===== config.mk =====
export PLATFORM = sky130hd
export DESIGN_NAME = input_ports
export DESIGN_NICKNAME = d
export VERILOG_FILES = /design/src/source/f2_pkg.sv /design/src/source/input_ports.sv
export SDC_FILE = /design/constraint.sdc
export NUM_CORES = 1
export LEC_CHECK = 0
export BUFFER_PORTS_ARGS = -buffer_cell sky130_fd_sc_hd__buf_4
export CAP_MARGIN = 10
export CORE_MARGIN = 3
export CORE_UTILIZATION = 30
export DETAILED_ROUTE_END_ITERATION = 6
export PLACE_DENSITY = 0.67
export SLEW_MARGIN = 20
export SYNTH_ARGS = -nofsm -noshare
export SYNTH_HDL_FRONTEND = slang
export SYNTH_SLANG_ARGS = --single-unit
export TNS_END_PERCENT = 1

===== constraint.sdc =====
create_clock -name clk -period 2 [get_ports clk]
set_input_delay 0.2 -clock clk [delete_from_list [all_inputs] [get_ports clk]]
set_output_delay 0.2 -clock clk [all_outputs]
set_load 0.01 [all_outputs]

===== src/source/f2_pkg.sv =====
package f2_pkg;

    //////////////////////////////////////////////////////////////////////
    // Bus widths

    localparam int CPU_AW   = 23;   // 68000 word address
    localparam int DATA_W   = 16;
    localparam int GAME_W   = 4;
    localparam int REGION_W = 8;    // Matched against byte address 23:16
    localparam int IO_IDX_W = 4;

    //////////////////////////////////////////////////////////////////////
    // Game ids

    localparam logic [GAME_W-1:0] GAME_FINALB  = 4'd0;
    localparam logic [GAME_W-1:0] GAME_DINOREX = 4'd1;
    localparam logic [GAME_W-1:0] GAME_QJINSEI = 4'd2;

    //////////////////////////////////////////////////////////////////////
    // Input-port register indices

    localparam logic [IO_IDX_W-1:0] IO_DSWA   = 4'd0;
    localparam logic [IO_IDX_W-1:0] IO_DSWB   = 4'd1;
    localparam logic [IO_IDX_W-1:0] IO_P1     = 4'd2;
    localparam logic [IO_IDX_W-1:0] IO_P2     = 4'd3;
    localparam logic [IO_IDX_W-1:0] IO_SYSTEM = 4'd4;

    // Byte lane numbering follows the data strobes
    localparam int LANE_LOWER = 0;
    localparam int LANE_UPPER = 1;

    //////////////////////////////////////////////////////////////////////
    // CPU data word

    // Seen either as one word or as two byte lanes.
    // lanes[1] is D15..D8 (UDS), lanes[0] is D7..D0 (LDS)
    typedef union packed {
        logic [DATA_W-1:0] word;
        logic [1:0][7:0]   lanes;
    } cpu_word_t;

endpackage


===== src/source/input_ports.sv =====
`timescale 1ns/1ps

module input_ports
    import f2_pkg::*;
(
    input  logic                clk,
    input  logic                cs,
    input  logic                io_swap,
    input  logic [IO_IDX_W-1:0] index,

    input  logic [7:0]          dswa,
    input  logic [7:0]          dswb,
    input  logic [9:0]          joystick_p1,
    input  logic [9:0]          joystick_p2,
    input  logic [1:0]          start,
    input  logic [1:0]          coin,

    output logic [7:0]          q
);

    logic [IO_IDX_W-1:0] idx;

    // Start, buttons 6..4, then directions in reversed order
    function automatic logic [7:0] player_byte(input logic st, input logic [9:0] joy);
        player_byte = {st, joy[6:4], joy[0], joy[1], joy[2], joy[3]};
    endfunction

    // Swapped boards see odd and even registers exchanged
    assign idx = {index[IO_IDX_W-1:1], index[0] ^ io_swap};

    //////////////////////////////////////////////////////////////////////
    // Read register, all inputs active low

    always_ff @(posedge clk) begin
        if (cs) begin
            case (idx)
                IO_DSWA:   q <= ~dswa;
                IO_DSWB:   q <= ~dswb;
                IO_P1:     q <= ~player_byte(start[0], joystick_p1);
                IO_P2:     q <= ~player_byte(start[1], joystick_p2);
                IO_SYSTEM: q <= ~{2'b00, start, coin, 2'b00};
                default:   q <= 8'hff;  // Unused
            endcase
        end
    end

endmodule


# After elaboration in Yosys (flattened, before gate mapping)
# Cells that the tools add are included.
# word_totals
regBits,8
in_bits,47
word_cells,13
# classes
bitwise_logic,6
n_eq_ne,4
n_reduce_logical,1
muxes,1
# op_table
operator,n
$pmux W8 S5,1
$not A8 Y8,4
$eq A4 B2 Y1 const B,2
$not A6 Y8,1
$eq A4 B1 Y1 const B,1
$eq A4 B3 Y1 const B,1
$logic_not A4 Y1,1
$xor A1 B1 Y1,1

# Longest topological paths before layout
# logic_depth
word_depth,3
ltp_mapped,5
ltp_nobuf,4

# Worst setup path after synthesis
# OpenSTA, ideal clock, no wires.
# synth_timing
path_type,input -> register
start,in index[3]
end,reg q[1] (data pin)
required_ns,1.739
n_path_buf,1
arrival_time_ns,1.090
path_slack_ns,0.649
stages,5
setup_ns,0.261
cell_sequence,clkbuf_2 nor2_2 and2_1 o21bai_1 a221o_1
# synth_via
elab_chain_cells,2
word_cells_on_any_way,6
# synth_rtl
element,line,source
from (decl),input_ports.sv:9,"input logic [IO_IDX_W-1:0] index,"
$eq A4 B3 Y1 (tied with other cells),input_ports.sv:36,case (idx)
$pmux W8 S5 *,input_ports.sv:36,
to (signal assigned),input_ports.sv:37,IO_DSWA: q <= ~dswa;
to (signal assigned),input_ports.sv:38,IO_DSWB: q <= ~dswb;
to (signal assigned),input_ports.sv:39,"IO_P1: q <= ~player_byte(start[0], joystick_p1);"
to (decl),input_ports.sv:18,output logic [7:0] q
# Every way passes the cells marked *; elsewhere a longest branch is shown, timed or not.
# A chain may end at the register's enable or synchronous reset.

# Worst setup path after layout
# layout_timing
start,in io_swap
end,reg q[5] (data pin)
# layout_via
elab_chain_cells,3
word_cells_on_any_way,7
# layout_rtl
element,line,source
from (decl),input_ports.sv:8,"input logic io_swap,"
$xor A1 B1 Y1 *,input_ports.sv:29,"assign idx = {index[IO_IDX_W-1:1], index[0] ^ io_swap};"
$eq A4 B3 Y1 (tied with other cells),input_ports.sv:36,
$pmux W8 S5 *,input_ports.sv:36,
# Marks and branches as above.

==> results.tsv <==
stage	metric	value	unit
outcome	outcome	complete, no violations	
timing	fin_setup_tns	0	ps
final_layout	regMostFlops	q	
timing	hold_viol	0	
power	power_density	488	nW/µm²
min_path	hp-class	primary input to flip-flop	
floorplanning	core_area	1860	µm²
job	drv_cap	0	
final_layout	largest_register_ff_count	8	
power	leakage	0.450	nW
global_routing	antenna_found_initial	0	
critical_path	worstSetupEndpoint	q[5]	
global_routing	grt_overflow	0	
critical_path	worst_ep_arrival_time	1390	ps
critical_path	critical_path_class	primary input to flip-flop	
synth	yosysSeqAreaShare	37.9	%
global_routing	grt_pass1_wl	2550	µm
final_layout	post-route-util	55.6	%
global_routing	grt_max_degree	16	
timing	fin_crit_sh	70.7	%
cts	numCtsBuffers	3	
cts	htree_levels	1	
synth	synth_seq_cells	8	
route	drt-initial-drc-count	6	
cts	clk_transition_reported_paths	50	ps
synth	yosys.area.top_type	edfxtp_1	
floorplanning	die-area	2700	µm²
place	dp_hpwl	1390	µm
timing	rsz0062_at_grt	no	
synth	synth_edf_count	8	
synth	synth_top_area_share	37.9	%
final_layout	antennaDiodeCount	0	
critical_path	worst_ep_required_time	1980	ps
min_path	hp-start	cs	
critical_path	crit_path_end_kind	flip-flop	
final_layout	nets	154	
final_layout	largest_registers	q: 8 flops	
timing	maxSlewViolCount	0	
final_layout	synthToLayoutAreaGrowth	63.2	%
synth	synth_commonest_cells	8 x edfxtp_1, 4 x nand2_1, 4 x nor2_1, 4 x o21bai_1	
synth	async_reset_ff_share	0	%
synth	synth_ff_type	edfxtp_1	
global_routing	grt.total_usage	12.9	%
place	port_buffers	48	
route	viasPerCell	4.84	
synth	mappedNetlistNets	104	
synth	synth_cells	57	
place	gp_congestion	0.674	
timing	maxSlewHeadroom	70.4	%
cts	cts_tree	built	
critical_path	critPathMaxFanout	10	
timing	fin_crit	1410	ps
timing	finalSetupViolCount	0	
cts	hold_buffers	0	
route	wl_per_cell	12.6	µm
critical_path	start_kind	primary input	
cts	cts_setup_buffers	0	
route	first_pass_iters	4	
final_layout	seq_area	240	µm²
floorplanning	io_pins	55	
floorplanning	die_w	51.9	µm
floorplanning	start_util	34.1	%
route	wl	1640	µm
route	ant_nets	0	
synth	synth_area	633	µm²
synth	yosysMostFrequentCell	edfxtp_1	
timing	worst-slew-pin-transition	444	ps
final_layout	multi_input_area	372	µm²
timing	fmax	708	MHz
synth	synth_cell_types	28	
floorplanning	core.rowCount	15	
route	drc	0	
floorplanning	die_h	51.9	µm
synth	syn_area_per_cell	11.1	µm²
cts	root_buffer	clkbuf_4	
power	ir_worst_vdd	0.178	mV
cts	cts_resized	0	
route	num_vias	629	
final_layout	fillers	171	
synth	synthTopCellsByArea	edfxtp_1 38%, mux4_2 11%, mux2i_1 4.7%, o21bai_1 4.7%, xnor2_4 4.3%	
synth	ys_warn_count	0	
critical_path	critPathLaunch	io_swap	
cts	cts_sinks	8	
global_routing	grt_pass1_vias	587	
cts	clockBufferDepth	2	
final_layout	final_layout_size_suffix_gt1_share	56.2	%
## kinds of logic (layout without fill, tap and decap cells)
logic type | Yosys count | in the layout | synth area share, %
AOI/OAI and AO/OA | 18 | 18 | 23.1
xor gates and xnor gates | 2 | 2 | 5.73
and+or+nand+nor | 18 | 18 | 14.4
muxes | 6 | 6 | 15.4
buffers and inverters | 5 | 53 | 3.36
DFF | 8 | 8 | 37.9
## cells in the final DEF (no fill, tap or decap), types with 2 or more instances in the layout
cell | netlist | final
a21oi_1 | 3 | 3
a32oi_1 | 2 | 2
nor3_1 | 3 | 3
inv_1 | 2 | 2
clkbuf_4 | 0 | 3
o211ai_1 | 2 | 2
mux4_2 | 3 | 3
edfxtp_1 | 8 | 8
mux2i_1 | 3 | 3
nand2_1 | 4 | 4
buf_4 | 0 | 48
nor2_1 | 4 | 4
nand2b_1 | 2 | 2
o21bai_1 | 4 | 4
## layout make-up
cell class,count,area share (%)
sequential,8,23.2
inverter,2,0.726
clock buffer,3,2.18
timing repair buffer,48,34.9
multi-input combinational,44,36.0
tap,25,3.03
## per-stage QoR
step / setup WS [ps] / hold WS, ps / instances / instance area, µm² / total power [W]
floorplan: 649 / 312 / 57 / 633 / 0.000297
global placement: 352 / 479 / 127 / 1010 / 0.000394
detailed placement: 334 / 483 / 127 / 1010 / 0.000396
CTS: 593 / 230 / 130 / 1030 / 0.000510
global route: 484 / 231 / 130 / 1030 / 0.000537
finish: 587 / 233 / 130 / 1030 / 0.000504
## critical path, cell delays in order
cell,delay [ps]
buf_4,140
xnor2_4,400
nand2b_1,200
a221oi_2,330
o221ai_2,130
## worst min path at each step
stage / slack [ps] / end / cells after the start
floorplan: 310 / q[0] / 0
global placement: 480 / q[6] / 1
detailed placement: 480 / q[6] / 1
CTS: 230 / q[6] / 1
global route: 230 / q[6] / 1
finish: 230 / q[6] / 1
## power by group
part / total [W] / internal (W) / switching (W) / leakage (nW)
logic: 0.000185 / 0.000110 / 0.0000752 / 0.356
registers: 0.000206 / 0.000203 / 0.00000349 / 0.0798
clock network: 0.000113 / 0.0000680 / 0.0000450 / 0.0138
total: 0.000504 / 0.000380 / 0.000124 / 0.450
## routing by layer
layer  GRT usage [%]  part of all wire [%]  up-vias
met5               0                     0        -
met4            8.73                  0.61        0
met3            2.01                   7.7        2
met2            19.9                    49       23
met1            16.5                    42      279
li1                -                     -      325
No activity file was read; power rests on OpenSTA's default activity.
