[config.mk]
export PLATFORM = sky130hd
export DESIGN_NAME = interrupt_ctrl
export DESIGN_NICKNAME = d
export VERILOG_FILES = /design/src/source/interrupt_ctrl.sv
export SDC_FILE = /design/constraint.sdc
export NUM_CORES = 1
export LEC_CHECK = 0
export BUFFER_PORTS_ARGS = -buffer_cell sky130_fd_sc_hd__buf_2
export CORE_AREA = 3 3 40 42
export DETAILED_ROUTE_END_ITERATION = 6
export DIE_AREA = 0 0 43 45
export SYNTH_ARGS = -nofsm -noshare
export SYNTH_HDL_FRONTEND = slang
export SYNTH_SLANG_ARGS = --single-unit
[constraint.sdc]
create_clock -name clk -period 1.1 [get_ports clk]
set_input_delay 0.055 -clock clk [delete_from_list [all_inputs] [get_ports clk]]
set_output_delay 0.055 -clock clk [all_outputs]
set_load 0.02 [all_outputs]
[src/source/interrupt_ctrl.sv]
`timescale 1ns/1ps

module interrupt_ctrl (
    input  logic       clk,
    input  logic       reset,
    input  logic       vblank_n,
    input  logic       dma_done,
    input  logic       iack,
    input  logic [2:0] ack_level,
    input  logic       cpu_lds_n,

    output logic [2:0] ipl_n
);

    localparam logic [2:0] LEVEL_VBL = 3'd5;
    localparam logic [2:0] LEVEL_DMA = 3'd6;

    logic vbl_prev;
    logic dma_prev;
    logic vbl_fall;
    logic dma_rise;
    logic req_vbl;
    logic req_dma;
    logic clr_vbl;
    logic clr_dma;

    // Acknowledge cycle carries the level on A3..A1
    assign clr_vbl = iack & ~cpu_lds_n & (ack_level == LEVEL_VBL);
    assign clr_dma = iack & ~cpu_lds_n & (ack_level == LEVEL_DMA);

    always_ff @(posedge clk) begin
        if (reset) begin
            vbl_prev <= 1'b1;
            dma_prev <= 1'b0;
            vbl_fall <= 1'b0;
            dma_rise <= 1'b0;
            req_vbl  <= 1'b0;
            req_dma  <= 1'b0;
        end else begin
            vbl_prev <= vblank_n;
            dma_prev <= dma_done;
            vbl_fall <= vbl_prev & ~vblank_n;
            dma_rise <= ~dma_prev & dma_done;

            if (clr_vbl) req_vbl <= 1'b0;
            if (vbl_fall) req_vbl <= 1'b1;   // New edge beats the clear
            if (clr_dma) req_dma <= 1'b0;
            if (dma_rise) req_dma <= 1'b1;
        end
    end

    // Priority encoder, DMA over vblank
    always_comb begin
        if (req_dma) begin
            ipl_n = ~LEVEL_DMA;
        end else if (req_vbl) begin
            ipl_n = ~LEVEL_VBL;
        end else begin
            ipl_n = 3'b111;
        end
    end

endmodule

; ---- After elaboration in Yosys (flattened, before gate mapping)
; Index checks and enable logic that the tools add are counted.
[word_totals]
out_inout_bits = 3
wordCells = 24
regBits = 6
[op_classes]
mux = 6
bitwise = 8
reduce_logical = 2
n_eq_ne = 2
[op_table]
columns = op, n
row1 = $eq 3x3->1 const B, 2
row2 = $mux 3, 2
row3 = $and 1x1->1, 5
row4 = $mux 1, 4
row5 = $reduce_bool 2->1, 2
row6 = $not 1->1, 3

; ---- Longest topological paths before layout
; Gate-level depths: netlist of run 1.
[depth]
word_depth = 5
mapped_depth = 2
ltp_nobuf = 2

; ---- Worst setup path after synthesis of run 1
; Ideal clock, no wire load.
[synth_path]
kind = reg2out
start = register req_dma
end = output ipl_n[0]
stages_incl_launch_ff = 3
n_path_buf = 0
t_arrival_ns = 0.633
slack_ns = 0.412
cell_sequence = dfxtp_1 inv_1 nand2_1
[synth_between]
elab_chain_len = 1
[synth_lines]
columns = element, line
row1 = "start, declared", 23  ; logic req_dma;
row2 = "start signal, assigned", 38  ; req_dma <= 1'b0;
row3 = "start signal, assigned", 47  ; if (clr_dma) req_dma <= 1'b0;
row4 = "start signal, assigned", 48  ; if (dma_rise) req_dma <= 1'b1;
row5 = $mux 3, 54  ; if (req_dma) begin
row6 = "end, declared", 12  ; output logic [2:0] ipl_n
; No other way between the ends.

; ---- Final worst setup path of run 1
; Ends and elaborated chain as after synthesis.

==> qor.yml, run 1 <==
setup_path:
  worstPathMaxFanout: 3
  required_ns: 1.04
  endpoint_kind: "primary output"
  startpoint_type: "flop"
  reg2reg_depth: 2
  cp.arrival_ns: 0.83
  timing.reg2reg.setup_slack_ns: 0.38
  path_cells: "inv_1 -> nand2_1 -> buf_2"
  reg2reg_to: "req_vbl"
  slowest_delay_ns: 0.34
  worstSetupPathType: "reg -> out"
  critPathSlowestCell: "dfxtp_1"
  reg2reg_from: "req_vbl"
logic_synthesis:
  ys_seq_area_frac: 0.5783
  synth_nets: 30
  synth.area.top_cells: "dfxtp_1 (58%), nor2_1 (9.0%), a311oi_2 (7.2%)"
  syn_area_um2: 207.7
  netlist.area_leader.share: 0.5783
  syn_inst: 21
  synth_top_area_cell: "dfxtp_1"
  yosysWarnings: 0
  synthDistinctLibCells: 10
  avgSynthCellArea_um2: 9.890
  ys_seq_elements: 6
power:
  irDropWorstVdd_mv: 0.6852
  powerDensity_nw_per_um2: 1629
  p_int_uw: 382.8
  p_comb_frac: 0.120
  swShare: 0.2274
  p_clk_frac: 0.401
  power_uw: 495.4
  power_leakage_nw: 0.1416
  sequentialPowerShare: 0.479
  switching_power_uw: 112.6
route:
  avgRoutedWirePerCell_um: 7.580
  drt_iter0_drc: 0
  dr_total_vias: 180
  routed_wl_um: 379
  avgViaCountPerCell: 3.600
  final_antenna_net_count: 0
  drc: 0
  drt-pass1-iter-count: 1
clock_tree:
  numClockSinks: 6
  hold_buffers: 0
  clkLatencyLatePin_ns: 0.24
  cts_tree: "built"
  clk_path_buf_depth: 2
  cts_setup_buffers: 0
  cts-root-buf: "clkbuf_4"
  cts.htree.levels: 1
  clk_pin_slew_ns: 0.04
  cts_resized: 0
  cts_buffers: 3
floorplanning:
  initial_core_util: 0.1616
  die_y_um: 45
  io_pins: 12
  rows: 13
  dieWidth_um: 43
  dieArea_um2: 1935
  fp.coreArea_um2: 1285
hold_path:
  hold_end: "vbl_prev"
  min_path_type: "in -> reg"
  holdPathStages: 2
  hp-start: "vblank_n"
layout:
  multi_input_area_um2: 80.08
  drive_gt1_frac: 0.4286
  regArea_um2: 120.1
  fillers: 145
  area_delta_synth_final_pct: 46.39
  diodes: 0
  final_nets: 46
grt:
  grt_pass1_vias: 188
  grt_first_pass_wirelength_um: 731
  grt_max_degree: 5
  grt_antenna_before_repair: 0
  grt_overflow: 0
  track_usage: 0.06005
timing:
  rsz0062_at_grt: "false"
  clock_skew_ns: 0.002732
  hold_viol: 0
  finalSetupViolations: 0
  timing.fmax_mhz: 1124
  min_period_over_period: 0.8088
  fin_crit_ns: 0.8897
  setup_tns_ns: 0
  relSlewSlack: 0.8834
  worstMarginPinSlew_ns: 0.1738
  drv_slew: 0
placement:
  place_hpwl_um: 310.7
  port_buffers: 11
  place_congestion: 0.5981
run:
  drv_cap: 0
outcome:
  run_status: "completed"
[layer usage]
layer / vias to the layer above / global-route usage / part of all wire
met2: 13 / 0.08084 / 0.39
met3: 0 / 0.07570 / 0.20
met1: 70 / 0.04843 / 0.41
met5: - / 0 / 0
li1: 97 / - / -
met4: 0 / 0.03614 / 0
[state kept, by name (all words and copies together) (netlist names)]
register and cells:
dma_prev 1, dma_rise 1, req_dma 1, req_vbl 1
vbl_fall 1, vbl_prev 1
[area by class of cell]
class                           count  area share
Sequential cell                     6      0.3951
Multi-Input combinational cell     13      0.2634
Timing Repair Buffer               11      0.1811
Clock buffer                        3     0.07407
Tap cell                           15     0.06173
Inverter                            2     0.02469
[metrics by stage]
step,setup WS (ns),hold slack [ns],utilization,cell area (um2),cells
4_1_cts,0.1940,0.01362,0.2366,304.0,50
2_1_floorplan,0.4118,0.1229,-,207.7,21
6_report,0.2103,0.01845,0.2366,304.0,50
5_1_grt,0.1292,0.02335,0.2366,304.0,50
3_3_place_gp,0.4136,0.2633,0.2191,281.5,47
3_5_place_dp,0.3905,0.2678,0.2191,281.5,47
[layout by cell type, fill, tap and decap left out]
| cell | n |
|---|---|
| nand2_1 | 1 |
| or2_1 | 1 |
| dfxtp_1 | 6 |
| clkbuf_4 | 3 |
| inv_1 | 2 |
| and3b_1 | 1 |
| a211oi_1 | 1 |
| buf_2 | 11 |
| nor3b_1 | 1 |
| nor2b_1 | 2 |
| a311oi_2 | 1 |
| nor2_1 | 5 |
[cells by family (layout without fill, tap and decap cells)]
kind of cell,after synthesis,in the layout,synth area share
AND/OR/NAND/NOR,11,11,0.2771
flip-flops,6,6,0.5783
AO/OA/AOI/OAI,2,2,0.1084
buffers and inverters,2,16,0.03616
[synthesized netlist by cell type]
library cell  n
and3b_1       1
dfxtp_1       6
nand2_1       1
inv_1         2
a311oi_2      1
nor2_1        5
a211oi_1      1
nor3b_1       1
nor2b_1       2
or2_1         1
[worst max-delay path, delay by kind of cell (launching register included)]
family | cells | cell delay (ns)
buffers and inverters | 2 | 0.21
flip-flops | 1 | 0.34
AND/OR/NAND/NOR | 1 | 0.05
[how the worst max path moves through the flow]
stage | end | depth (start not counted) | slack [ns] | from
after floorplan | ipl_n[0] | 2 | 0.41 | req_dma
after global placement | req_vbl | 2 | 0.41 | req_vbl
after detailed placement | req_vbl | 2 | 0.39 | req_vbl
after CTS | ipl_n[0] | 3 | 0.19 | req_dma
after global routing | ipl_n[0] | 3 | 0.13 | req_dma
final | ipl_n[0] | 3 | 0.21 | req_dma
[power groups by stage]
stage | Clock (mW) | Combinational [mW] | Sequential (mW)
3_3_place_gp | 0 | 0.0587 | 0.241
4_1_cts | 0.209 | 0.0602 | 0.237
2_1_floorplan | 0 | 0.0337 | 0.240
5_1_grt | 0.235 | 0.0664 | 0.239
3_5_place_dp | 0 | 0.0602 | 0.241
6_report | 0.199 | 0.0592 | 0.238
Note: power is estimated with default switching activity, not from simulation.
==> run 2: changes to the inputs <==
==> constraint.sdc (replaced) <==
create_clock -name clk -period 0.8 [get_ports clk]
set_input_delay 0.04 -clock clk [delete_from_list [all_inputs] [get_ports clk]]
set_output_delay 0.04 -clock clk [all_outputs]
set_load 0.02 [all_outputs]
==> run 2 against run 1 <==
The flow now finishes with violations (setup timing). Utilization increased by 2.3 points. Register-to-register slack got worse by 0.30 ns. Count of clock-buffer cells in the layout unchanged. Power increased by 42%. Sequential share of layout area decreased by 2.8 points. Hold slack got worse by 0.016 ns. Critical path depth unchanged. Global-route usage increased by 0.25 points. First-iteration DRC count unchanged. Critical path type unchanged. Largest power group unchanged.
==> qor.yml, run 2 (synthesized netlist as in run 1, its figures left out) <==
outcome:
  run_status: "finished with violations"
  violations: "setup timing"
timing:
  worstMarginPinSlew_ns: 0.1730  # -0.0008301 ns
  rsz0062_at_grt: "true"
  holdWs_ns: 0.002849  # -0.01560 ns
  finalSetupViolations: 2  # +2
  fin_crit_ns: 0.8393
  min_period_over_period: 1.049
  setup_slack_ns: -0.03928  # -0.2496 ns
  drv_slew: 0  # unchanged
  timing.fmax_mhz: 1191
  clock_skew_ns: 0.002789  # +0.00005692 ns
  relSlewSlack: 0.8840  # about the same
  hold_viol: 0  # unchanged
setup_path:
  required_ns: 0.76  # -0.28 ns
  slowest_delay_ns: 0.33  # about the same
  critPathSlowestCell: "dfxtp_2"
  reg2reg_to: "req_dma"
  path_delay_family: "flip-flops"
  worstSetupPathType: "reg -> out"
  endpoint_kind: "primary output"
  timing.reg2reg.setup_slack_ns: 0.08  # -0.30 ns
  path_cells: "inv_2 -> nand2_2 -> buf_6"
  reg2reg_depth: 3  # +1
  startpoint_type: "flop"
  reg2reg_from: "req_dma"
  worstPathMaxFanout: 3  # unchanged
  cp.arrival_ns: 0.80  # -0.03 ns
  critical_path.n_buffers_inverters: 2  # unchanged
run:
  drv_cap: 0  # unchanged
layout:
  post-route-util: 0.2600  # +0.02337
  drive_gt1_frac: 0.5833  # +0.1548
  layout_commonest_cell: "buf_2"
  final_nets: 47  # +2.2%
  layout_common_cells: "buf_2 (8), nor2_1 (4), dfxtp_1 (4)"
  diodes: 0  # unchanged
  fin_cells: 51  # +2.0%
  fillers: 141  # -2.8%
  area_delta_synth_final_pct: 60.84
clock_tree:
  cts_buffers: 3  # unchanged
  clkLatencyLatePin_ns: 0.24  # about the same
  clk_pin_slew_ns: 0.04  # about the same
  cts.htree.levels: 1  # unchanged
  clk_path_buf_depth: 2  # unchanged
  cts-root-buf: "clkbuf_4"
  numClockSinks: 6  # unchanged
  cts_tree: "built"
route:
  final_antenna_net_count: 0  # unchanged
  drc: 0  # unchanged
  routed_wl_um: 394  # +4.0%
  drt-pass1-iter-count: 1  # unchanged
  avgViaCountPerCell: 3.627  # +0.76%
  drt_iter0_drc: 0  # unchanged
  avgRoutedWirePerCell_um: 7.725  # +1.9%
  dr_total_vias: 185  # +2.8%
placement:
  place_ws_ns: 0.09050  # -0.3000 ns
  port_buffers: 11  # unchanged
  place_hpwl_um: 310.7  # unchanged
  place_congestion: 0.5981  # unchanged
  dp.cells: 47  # unchanged
grt:
  track_usage: 0.06255  # +0.002502
  grt_first_pass_wirelength_um: 772  # +5.6%
  grt_antenna_before_repair: 0  # unchanged
  grt_overflow: 0  # unchanged
  grt_pass1_vias: 206  # +9.6%
  grt_max_degree: 5  # unchanged
floorplanning:
  fp.coreArea_um2: 1285  # unchanged
  io_pins: 12  # unchanged
  rows: 13  # unchanged
  dieWidth_um: 43  # unchanged
  die_y_um: 45  # unchanged
  dieArea_um2: 1935  # unchanged
  initial_core_util: 0.1616  # unchanged
power:
  power_leakage_nw: 0.1558  # +10%
  powerDensity_nw_per_um2: 2105  # +29%
  irDropWorstVdd_mv: 0.9562  # +40%
  power_uw: 703.2  # +42%
hold_path:
  hp-start: "reset"
  holdPathStages: 2  # unchanged
  hold_end: "req_vbl"
  min_path_type: "in -> reg"
==> run 2: changes by cell type in the layout (fill, tap and decap cells not counted), sizes merged <==
cell	previous run	this run
buf	11	12
==> run 2: what timing repair did <==
action	in CTS	in global routing
resized for setup	4	6
hold endpoints to repair	1	0
buffers inserted	0	1
pin swaps	0	3
hold buffers	1	0
setup endpoints to repair	3	4
==> run 2: where the power goes <==
group          switching (mW)  total, mW  internal, mW
Clock                   0.102      0.271         0.169
Sequential             0.0106      0.330         0.320
Combinational          0.0458      0.102        0.0558
Total                   0.159      0.703         0.545
==> run 2: worst max-delay path by stage <==
stage	cells past startpoint	endpoint	startpoint
5_1_grt	2	ipl_n[2]	req_dma
6_report	3	ipl_n[0]	req_dma
2_1_floorplan	2	ipl_n[0]	req_dma
3_3_place_gp	2	req_vbl	req_vbl
3_5_place_dp	2	req_vbl	req_vbl
4_1_cts	3	ipl_n[0]	req_dma
==> run 2: layer usage <==
metal  vias up  part of all wire  GRT usage
li1         98                 -          -
met1        74              0.40    0.04600
met2        13              0.43    0.09281
met3         0              0.18    0.07570
met4         0                 0    0.03614
met5         -                 0          0
==> run 2: stage by stage <==
| step | cell area [um2] | TNS (ns) |
|---|---|---|
| after global placement | 281.5 | 0 |
| after global routing | 334.1 | -0.2011 |
| after CTS | 324.1 | -0.1319 |
| after floorplan | 207.7 | 0 |
| final | 334.1 | -0.07233 |
| after detailed placement | 281.5 | 0 |
==> run 2: area by class of cell <==
class | instances | area (um2) | share of cell area
tap | 15 | 18.77 | 0.05618
clock buffer | 3 | 22.52 | 0.06742
multi-input combinational | 13 | 85.08 | 0.2547
sequential | 6 | 122.6 | 0.3670
inverter | 2 | 7.507 | 0.02247
timing repair buffer | 12 | 77.57 | 0.2322
==> run 2: worst reg2reg max path, delay by kind of cell, from the launching register on <==
kind / cells / cell delay, ns
compound gates: 1 / 0.15
buf+inv: 1 / 0.11
simple gates: 1 / 0.03
flops: 1 / 0.34
