**config.mk**
```make
export PLATFORM = sky130hd
export DESIGN_NAME = board_config
export DESIGN_NICKNAME = d
export VERILOG_FILES = /design/src/source/f2_pkg.sv /design/src/source/board_config.sv
export SDC_FILE = /design/constraint.sdc
export NUM_CORES = 1
export LEC_CHECK = 0
export ABC_CLOCK_PERIOD_IN_PS = 3710
export BUFFER_PORTS_ARGS = -buffer_cell sky130_fd_sc_hd__buf_2
export CAP_MARGIN = 15
export CORE_AREA = 2 2 39 41
export CTS_BUF_LIST = sky130_fd_sc_hd__clkbuf_4 sky130_fd_sc_hd__clkbuf_8
export DETAILED_ROUTE_END_ITERATION = 16
export DIE_AREA = 0 0 41 43
export PLACE_DENSITY = 0.65
export SYNTH_ARGS = -nofsm -noshare
export SYNTH_HDL_FRONTEND = slang
export SYNTH_SLANG_ARGS = --single-unit
export TNS_END_PERCENT = 50
```
**constraint.sdc**
```tcl
create_clock -name clk -period 3.71 [get_ports clk]
set_clock_uncertainty 0.15 [all_clocks]
set_input_delay 0.742 -clock clk [delete_from_list [all_inputs] [get_ports clk]]
set_output_delay 0.742 -clock clk [all_outputs]
set_load 0.01 [all_outputs]
```
**src/source/f2_pkg.sv**
```systemverilog
package f2_pkg;

    //////////////////////////////////////////////////////////////////////
    // Bus widths

    localparam int CPU_AW   = 23;   // 68000 word address
    localparam int DATA_W   = 16;
    localparam int GAME_W   = 4;
    localparam int REGION_W = 8;    // Matched against byte address 23:16
    localparam int IO_IDX_W = 4;

    //////////////////////////////////////////////////////////////////////
    // Game ids

    localparam logic [GAME_W-1:0] GAME_FINALB  = 4'd0;
    localparam logic [GAME_W-1:0] GAME_DINOREX = 4'd1;
    localparam logic [GAME_W-1:0] GAME_QJINSEI = 4'd2;

    //////////////////////////////////////////////////////////////////////
    // Input-port register indices

    localparam logic [IO_IDX_W-1:0] IO_DSWA   = 4'd0;
    localparam logic [IO_IDX_W-1:0] IO_DSWB   = 4'd1;
    localparam logic [IO_IDX_W-1:0] IO_P1     = 4'd2;
    localparam logic [IO_IDX_W-1:0] IO_P2     = 4'd3;
    localparam logic [IO_IDX_W-1:0] IO_SYSTEM = 4'd4;

    // Byte lane numbering follows the data strobes
    localparam int LANE_LOWER = 0;
    localparam int LANE_UPPER = 1;

    //////////////////////////////////////////////////////////////////////
    // CPU data word

    // Seen either as one word or as two byte lanes.
    // lanes[1] is D15..D8 (UDS), lanes[0] is D7..D0 (LDS)
    typedef union packed {
        logic [DATA_W-1:0] word;
        logic [1:0][7:0]   lanes;
    } cpu_word_t;

endpackage

```
**src/source/board_config.sv**
```systemverilog
`timescale 1ns/1ps

module board_config
    import f2_pkg::*;
(
    input  logic                clk,
    input  logic                reset,
    input  logic [GAME_W-1:0]   game,

    output logic [REGION_W-1:0] work_base,
    output logic [REGION_W-1:0] io_base,
    output logic                io_swap
);

    logic [GAME_W-1:0]   game_q;     // Game id captured while in reset
    logic [REGION_W-1:0] sel_work;
    logic [REGION_W-1:0] sel_io;
    logic                sel_swap;

    //////////////////////////////////////////////////////////////////////
    // Memory map table

    always_comb begin
        case (game_q)
            GAME_DINOREX: begin
                sel_work = 8'h60;
                sel_io   = 8'h40;
                sel_swap = 1'b0;
            end
            GAME_QJINSEI: begin
                sel_work = 8'h30;
                sel_io   = 8'hb0;
                sel_swap = 1'b1;   // TE7750 style byte order
            end
            default: begin     // Finalb and unknown ids
                sel_work = 8'h10;
                sel_io   = 8'h30;
                sel_swap = 1'b0;
            end
        endcase
    end

    // Map stays at the default until the first cycle out of reset
    always_ff @(posedge clk) begin
        if (reset) begin
            game_q    <= game;
            work_base <= 8'h10;
            io_base   <= 8'h30;
            io_swap   <= 1'b0;
        end else begin
            work_base <= sel_work;
            io_base   <= sel_io;
            io_swap   <= sel_swap;
        end
    end

endmodule

```
; ---- Word-level counts from Yosys, hierarchy flattened
; Cells that the tools add are included.
[classes]
n_eq_ne = 2
mux = 3
[ops]
columns = op, n
row1 = 8-bit case mux with 2 select lines, 1
row2 = 7-bit case mux with 2 select lines, 1
row3 = "4-bit by 1-bit == test with 1-bit output, second input constant", 1
row4 = "4-bit by 2-bit == test with 1-bit output, second input constant", 1
row5 = 1-bit 2-to-1 mux, 1
[totals]
ff_bits = 21
out_inout_bits = 17

; ---- Longest topological paths before layout
; Gate-level depths: netlist (run 1).
[depth]
ltp_word = 2
mapped_depth = 2

; ---- Worst setup path before layout (run 1)
; OpenSTA, ideal clock, no wires.
[synth_path]
path_type = input to register
from = in reset
to = reg work_base[4]
setup_time_ns = 0.120
arrival_ns = 1.337
path_slack_ns = 2.104
cell_stages = 2
path_buffers = 0
cell_sequence = or3_4 > or2_1
[synth_rtl]
columns = element, line
row1 = start: declaration, board_config.sv:7  ; input logic reset,
row2 = end signal: assignment, board_config.sv:51  ; work_base <= sel_work;
row3 = end: declaration, board_config.sv:10  ; output logic [REGION_W-1:0] work_base,

; ---- Worst setup path after layout (run 1)
[layout_path]
from = reg work_base[4]
to = out work_base[4]
; No word-level cell between the ends.

==> results of run 1 <==
-- per-stage QoR --
stage	hold slack, ns	cell area, sq um
after floorplan	0.329	374
after global placement	0.362	362
after detailed placement	0.354	362
after CTS	0.371	392
after global routing	0.389	392
final	0.367	392
-- placed cells by master (no fill, tap or decap), drive strengths merged --
cell type  instances
buf               13
conb               9
clkbuf             4
edfxtp             4
dfxtp              4
nand2b             2
nor2               2
or3                1
a21oi              1
or2                1
-- cell type report --
class,instances,area (sq um)
fill,156,992
clock buffer,4,30.0
tap,16,20.0
timing repair buffer,13,65.1
multi-input combinational,16,76.3
sequential,8,200
-- cells by family after synthesis --
group	synth area share, %
buffers and inverters	28.4
DFF	58.2
and+or+nand+nor	10.9
AOI/OAI and AO/OA	1.45
other	1.09
-- metal layers --
| layer | part of all wire, % | vias to the layer above |
|---|---|---|
| li1 | - | 93 |
| met1 | 34 | 72 |
| met2 | 40 | 22 |
| met3 | 26 | 0 |
| met4 | 0 | 0 |
| met5 | 0 | - |
-- how the worst max path moves through the flow --
stage / slack [ns] / start / cells after the start / end
final: 2.11 / work_base[4] / 1 / work_base[4]
after global routing: 2.05 / work_base[4] / 1 / work_base[4]
after CTS: 2.09 / work_base[4] / 1 / work_base[4]
after detailed placement: 1.93 / reset / 3 / work_base[4]
after global placement: 1.95 / reset / 3 / work_base[4]
after floorplan: 2.10 / reset / 2 / work_base[4]
-- registers in the layout, indices dropped and copies added, names as in the netlist --
| register | cells |
|---|---|
| work_base | 2 |
| game_q | 4 |
| io_base | 2 |
-- power by group through the flow --
stage                     registers (mW)  logic [mW]  clock network, mW
after global placement             0.101      0.0137                  0
after CTS                         0.0995      0.0139             0.0797
after floorplan                    0.102      0.0161                  0
final                             0.0995      0.0139             0.0754
after global routing              0.0999      0.0165             0.0847
after detailed placement           0.101      0.0138                  0
==> run_results.csv, run 1 <==
group,metric,value,unit
floorplan,die_w,41,microns
worst_setup_path,cp_max_fo,3,
drt,first_pass_iters,2,
synth,synth_most_common_cell,"buf_4",
sta,rsz0062_at_grt,"no",
layout,fin_cells,57,
synth,ys_top_cells_by_area,"edfxtp_1 (35%), buf_4 (28%), dfxtp_1 (23%)",
synth,synth.avg_cell_area,11.9,sq um
drt,drtIter0Drc,1,
power_and_ir_drop,intPower,0.151,mW
synth,ys_ff_latch,8,
drt,vias,187,
clock_tree,ctsResizeCount,0,
sta,finalSetupViolCount,0,
placed_design,pre_cts_ws,1.93,ns
global_route,grt_overflow,0,
outcome,status,"finished, final reports clean",
clock_tree,tritoncts,"built",
sta,fin_crit_sh,43.1,%
sta,worst_slack,2.11,ns
power_and_ir_drop,ir_worst_vdd,202,uV
min_path,hold_path.class,"flip-flop to flip-flop",
placed_design,dp_cells,53,
layout,n_antenna_cell,0,
power_and_ir_drop,power.total,0.189,mW
synth,synth-edff-count,4,
layout,layout-drive-gt1-share,43.9,%
drt,drc,0,
synth,yosysTopAreaCell,"edfxtp_1",
drt,drtAntennaViolNets,0,
worst_setup_path,worstPathCellList,"buf_2",
job,drv_cap,0,
power_and_ir_drop,p_clk_share,39.9,%
floorplan,ios,23,
clock_tree,cts.clk_slew.worst_paths,0.05,ns
sta,final_max_slew_viol_count,0,
min_path,min_to,"io_base[7]",
worst_setup_path,max_stage_delay,0.33,ns
clock_tree,root_buffer,"clkbuf_4",
worst_setup_path,worstPathArrival,0.71,ns
clock_tree,cts_hold_buf,0,
global_route,grt_use_met1,3.33,%
worst_setup_path,reg2reg_to,"work_base[4]",
floorplan,initial_utilization,24.9,%
synth,ys_top_cells_by_count,"buf_4 (13), dfxtp_1 (4), edfxtp_1 (4)",
worst_setup_path,crit_slowest_cell,"dfxtp_1",
global_route,first_global_vias,153,
min_path,whs_path_depth,2,
global_route,antenna_found_initial,0,
drt,wl,340,microns
synth,synth_seq_area_share,58.2,%
sta,fin_crit,1.60,ns
worst_setup_path,r2r-start,"game_q[3]",
power_and_ir_drop,cellPowerDensity,482,nW/um^2
worst_setup_path,required,2.82,ns
power_and_ir_drop,combPwrFrac,7.4,%
placed_design,io_buffers,13,
clock_tree,clock_latency,0.25,ns
floorplan,fp.dieArea,1760,sq um
worst_setup_path,path_class,"flip-flop to output pin",
layout,fin_util,28.3,%
sta,fmax,0.626,GHz
synth,synthesis.area,344,sq um
floorplan,core-area,1380,sq um
global_route,met3_usage,7.85,%
worst_setup_path,reg2regPathDepth,2,
synth,yosysUniqueCellTypes,9,
power_and_ir_drop,swShare,19.8,%
clock_tree,clock_path_buffers,2,
clock_tree,cts_made_buffers,3,
global_route,top_usage_layer,"met3",
clock_tree,cts.sinks,8,
clock_tree,htree_levels,1,
min_path,hold_path_startpoint,"game_q[1]",
layout,syn2layout_area_growth,13.8,%
global_route,grt_max_degree,6,
synth,async_reset_ff_share,0,%
power_and_ir_drop,switching_power,0.0373,mW
layout,final_nets,48,
clock_tree,post_cts.repair.setup_buffers,0,
sta,hold_viol_final,0,
power_and_ir_drop,p_seq_share,52.7,%
sta,tns,0,ns
worst_setup_path,start_kind,"flip-flop",
global_route,use_met2,7.50,%
synth,yosys_warnings,0,
synth,syn_inst,29,
worst_setup_path,cpLargestDelayFamily,"flip-flops",
synth,yosysTopAreaCellShare,34.9,%
placed_design,gp_congestion,0.551,
worst_setup_path,path_buf_inv,1,
worst_setup_path,r2r_setup_slack,2.49,ns
global_route,grtUsageTotal,5.28,%
synth,synth_flop_cell,"edfxtp_1",
worst_setup_path,worst_setup_path_end_kind,"output pin",
drt,drt-vias-per-instance,3.28,
drt,avgRoutedWirePerCell,5.96,microns
power_and_ir_drop,leakagePower,0.185,nW
global_route,grt_pass1_wl,531,microns
floorplan,chipHeight,43,microns
floorplan,num_rows,14,
Power figures use the tool's default switching activity.
==> run 2: changes to the inputs <==
--- a/config.mk
+++ b/config.mk
@@ -5,14 +5,14 @@
 export SDC_FILE = /design/constraint.sdc
 export NUM_CORES = 1
 export LEC_CHECK = 0
-export ABC_CLOCK_PERIOD_IN_PS = 3710
+export ABC_CLOCK_PERIOD_IN_PS = 1300
 export BUFFER_PORTS_ARGS = -buffer_cell sky130_fd_sc_hd__buf_2
 export CAP_MARGIN = 15
 export CORE_AREA = 2 2 39 41
 export CTS_BUF_LIST = sky130_fd_sc_hd__clkbuf_4 sky130_fd_sc_hd__clkbuf_8
 export DETAILED_ROUTE_END_ITERATION = 16
 export DIE_AREA = 0 0 41 43
-export PLACE_DENSITY = 0.65
+export PLACE_DENSITY = 0.67
 export SYNTH_ARGS = -nofsm -noshare
 export SYNTH_HDL_FRONTEND = slang
 export SYNTH_SLANG_ARGS = --single-unit
==> constraint.sdc (replaced) <==
create_clock -name clk -period 1.3 [get_ports clk]
set_clock_uncertainty 0.15 [all_clocks]
set_input_delay 0.26 -clock clk [delete_from_list [all_inputs] [get_ports clk]]
set_output_delay 0.26 -clock clk [all_outputs]
set_load 0.01 [all_outputs]
==> run 2 against run 1 <==
Via count rose by 1.6%; hold slack worse by 0.33 ns; flip-flop and latch count unchanged; non-clock buffer count increased by 1; routed wire length unchanged; die area unchanged; sequential share of layout area decreased by 0.96 points; register-to-register slack worse by 2.4 ns; combinational power rose to 3.0 times the previous value.
==> run_results.csv, run 2 (synthesis results as in run 1) <==
group,metric,value,unit
drt,drtIter0Drc,0,
drt,vias,190,
layout,largest_register_ffs,4,
clock_tree,clock_path_buffers,2,
sta,final_max_slew_viol_count,0,
floorplan,ios,23,
global_route,first_global_vias,137,
layout,layout-drive-gt1-share,45.2,%
global_route,grt_use_met1,3.99,%
global_route,antenna_found_initial,0,
global_route,top_usage_layer,"met3",
power_and_ir_drop,cellPowerDensity,1350,nW/um^2
clock_tree,cts_hold_buf,0,
drt,drt-vias-per-instance,3.28,
drt,drc,0,
clock_tree,ctsResizeCount,0,
drt,avgRoutedWirePerCell,5.86,microns
layout,n_antenna_cell,0,
power_and_ir_drop,power.total,0.539,mW
floorplan,die_w,41,microns
global_route,met3_usage,9.42,%
worst_setup_path,start_kind,"flip-flop",
layout,final_common_cell,"buf_2",
clock_tree,cts.sinks,8,
layout,syn2layout_area_growth,16.0,%
floorplan,initial_utilization,24.9,%
outcome,status,"finished, final reports clean",
sta,fin_crit,1.23,ns
placed_design,gp_congestion,0.556,
job,drv_cap,0,
floorplan,fp.dieArea,1760,sq um
global_route,grt_overflow,0,
global_route,grt_max_degree,6,
worst_setup_path,worst_setup_path_end_kind,"flip-flop",
layout,top_register,"game_q",
global_route,use_met2,5.94,%
clock_tree,clock_latency,0.25,ns
sta,fin_crit_sh,94.3,%
power_and_ir_drop,leakagePower,0.190,nW
layout,final_cell_mix,"buf_2 (13), conb_1 (9), clkbuf_4 (4), edfxtp_1 (4), dfxtp_1 (4)",
worst_setup_path,path_class,"flip-flop to flip-flop",
sta,fmax,0.815,GHz
sta,holdWs,0.0352,ns
global_route,grt_pass1_wl,496,microns
placed_design,io_buffers,13,
worst_setup_path,cp_max_fo,4,
clock_tree,post_cts.repair.setup_buffers,0,
clock_tree,root_buffer,"clkbuf_4",
drt,first_pass_iters,1,
layout,final_nets,49,
sta,finalSetupViolCount,0,
layout,nFillCells,140,
global_route,grtUsageTotal,5.27,%
clock_tree,htree_levels,1,
min_path,hold_path.class,"primary input to flip-flop",
worst_setup_path,required,1.28,ns
placed_design,detailed_place_hpwl,298,microns
worst_setup_path,worstPathArrival,1.21,ns
floorplan,core-area,1380,sq um
clock_tree,cts.clk_slew.worst_paths,0.05,ns
layout,register_area,200,sq um
layout,reg_top3,"game_q (4), io_base (2), work_base (2)",
layout,fin_cells,58,
placed_design,dp_cells,54,
floorplan,chipHeight,43,microns
floorplan,num_rows,14,
sta,tns,0,ns
sta,rsz0062_at_grt,"no",
drt,wl,340,microns
power_and_ir_drop,ir_worst_vdd,641,uV
clock_tree,tritoncts,"built",
drt,drtAntennaViolNets,0,
clock_tree,cts_made_buffers,3,
sta,hold_viol_final,0,
layout,multiInputGateArea,76.3,sq um
-- run 2: worst paths after layout --
| check | to | slack [ns] | cells after the start | startpoint |
|---|---|---|---|---|
| hold reg to reg | io_base[7] | 0.37 | 2 | game_q[1] |
| hold / removal | game_q[2] | 0.04 | 1 | game[2] |
| setup reg to reg | work_base[4] | 0.07 | 2 | game_q[3] |
| setup / recovery | work_base[4] | 0.07 | 2 | game_q[3] |
-- run 2: worst max-delay path, stage by stage, from the launching register on --
cell and delay, ns:
edfxtp_1 0.35, or3_4 0.38, or2_1 0.23
-- run 2: layout make-up --
| type | count | share of cell area [%] |
|---|---|---|
| sequential | 8 | 50.2 |
| multi-input combinational | 16 | 19.1 |
| timing repair buffer | 14 | 18.2 |
| clock buffer | 4 | 7.52 |
| tap | 16 | 5.02 |
-- run 2: stage by stage --
step,setup slack (ns),utilization (%),cell area (sq um)
global route,0.0312,28.8,399
detailed placement,0.0406,26.7,369
finish,0.0737,28.8,399
floorplan,0.103,-,374
global placement,0.0428,26.7,369
CTS,0.0646,28.8,399
-- run 2: power breakdown --
part	internal, mW	switching (mW)
logic	0.0166	0.0257
registers	0.280	0.00396
clock network	0.138	0.0752
-- run 2: metal layers --
metal / vias up / share of wire [%]
met2: 21 / 39
met4: 0 / 0
met1: 74 / 32
met5: - / 0
met3: 0 / 29
li1: 95 / -
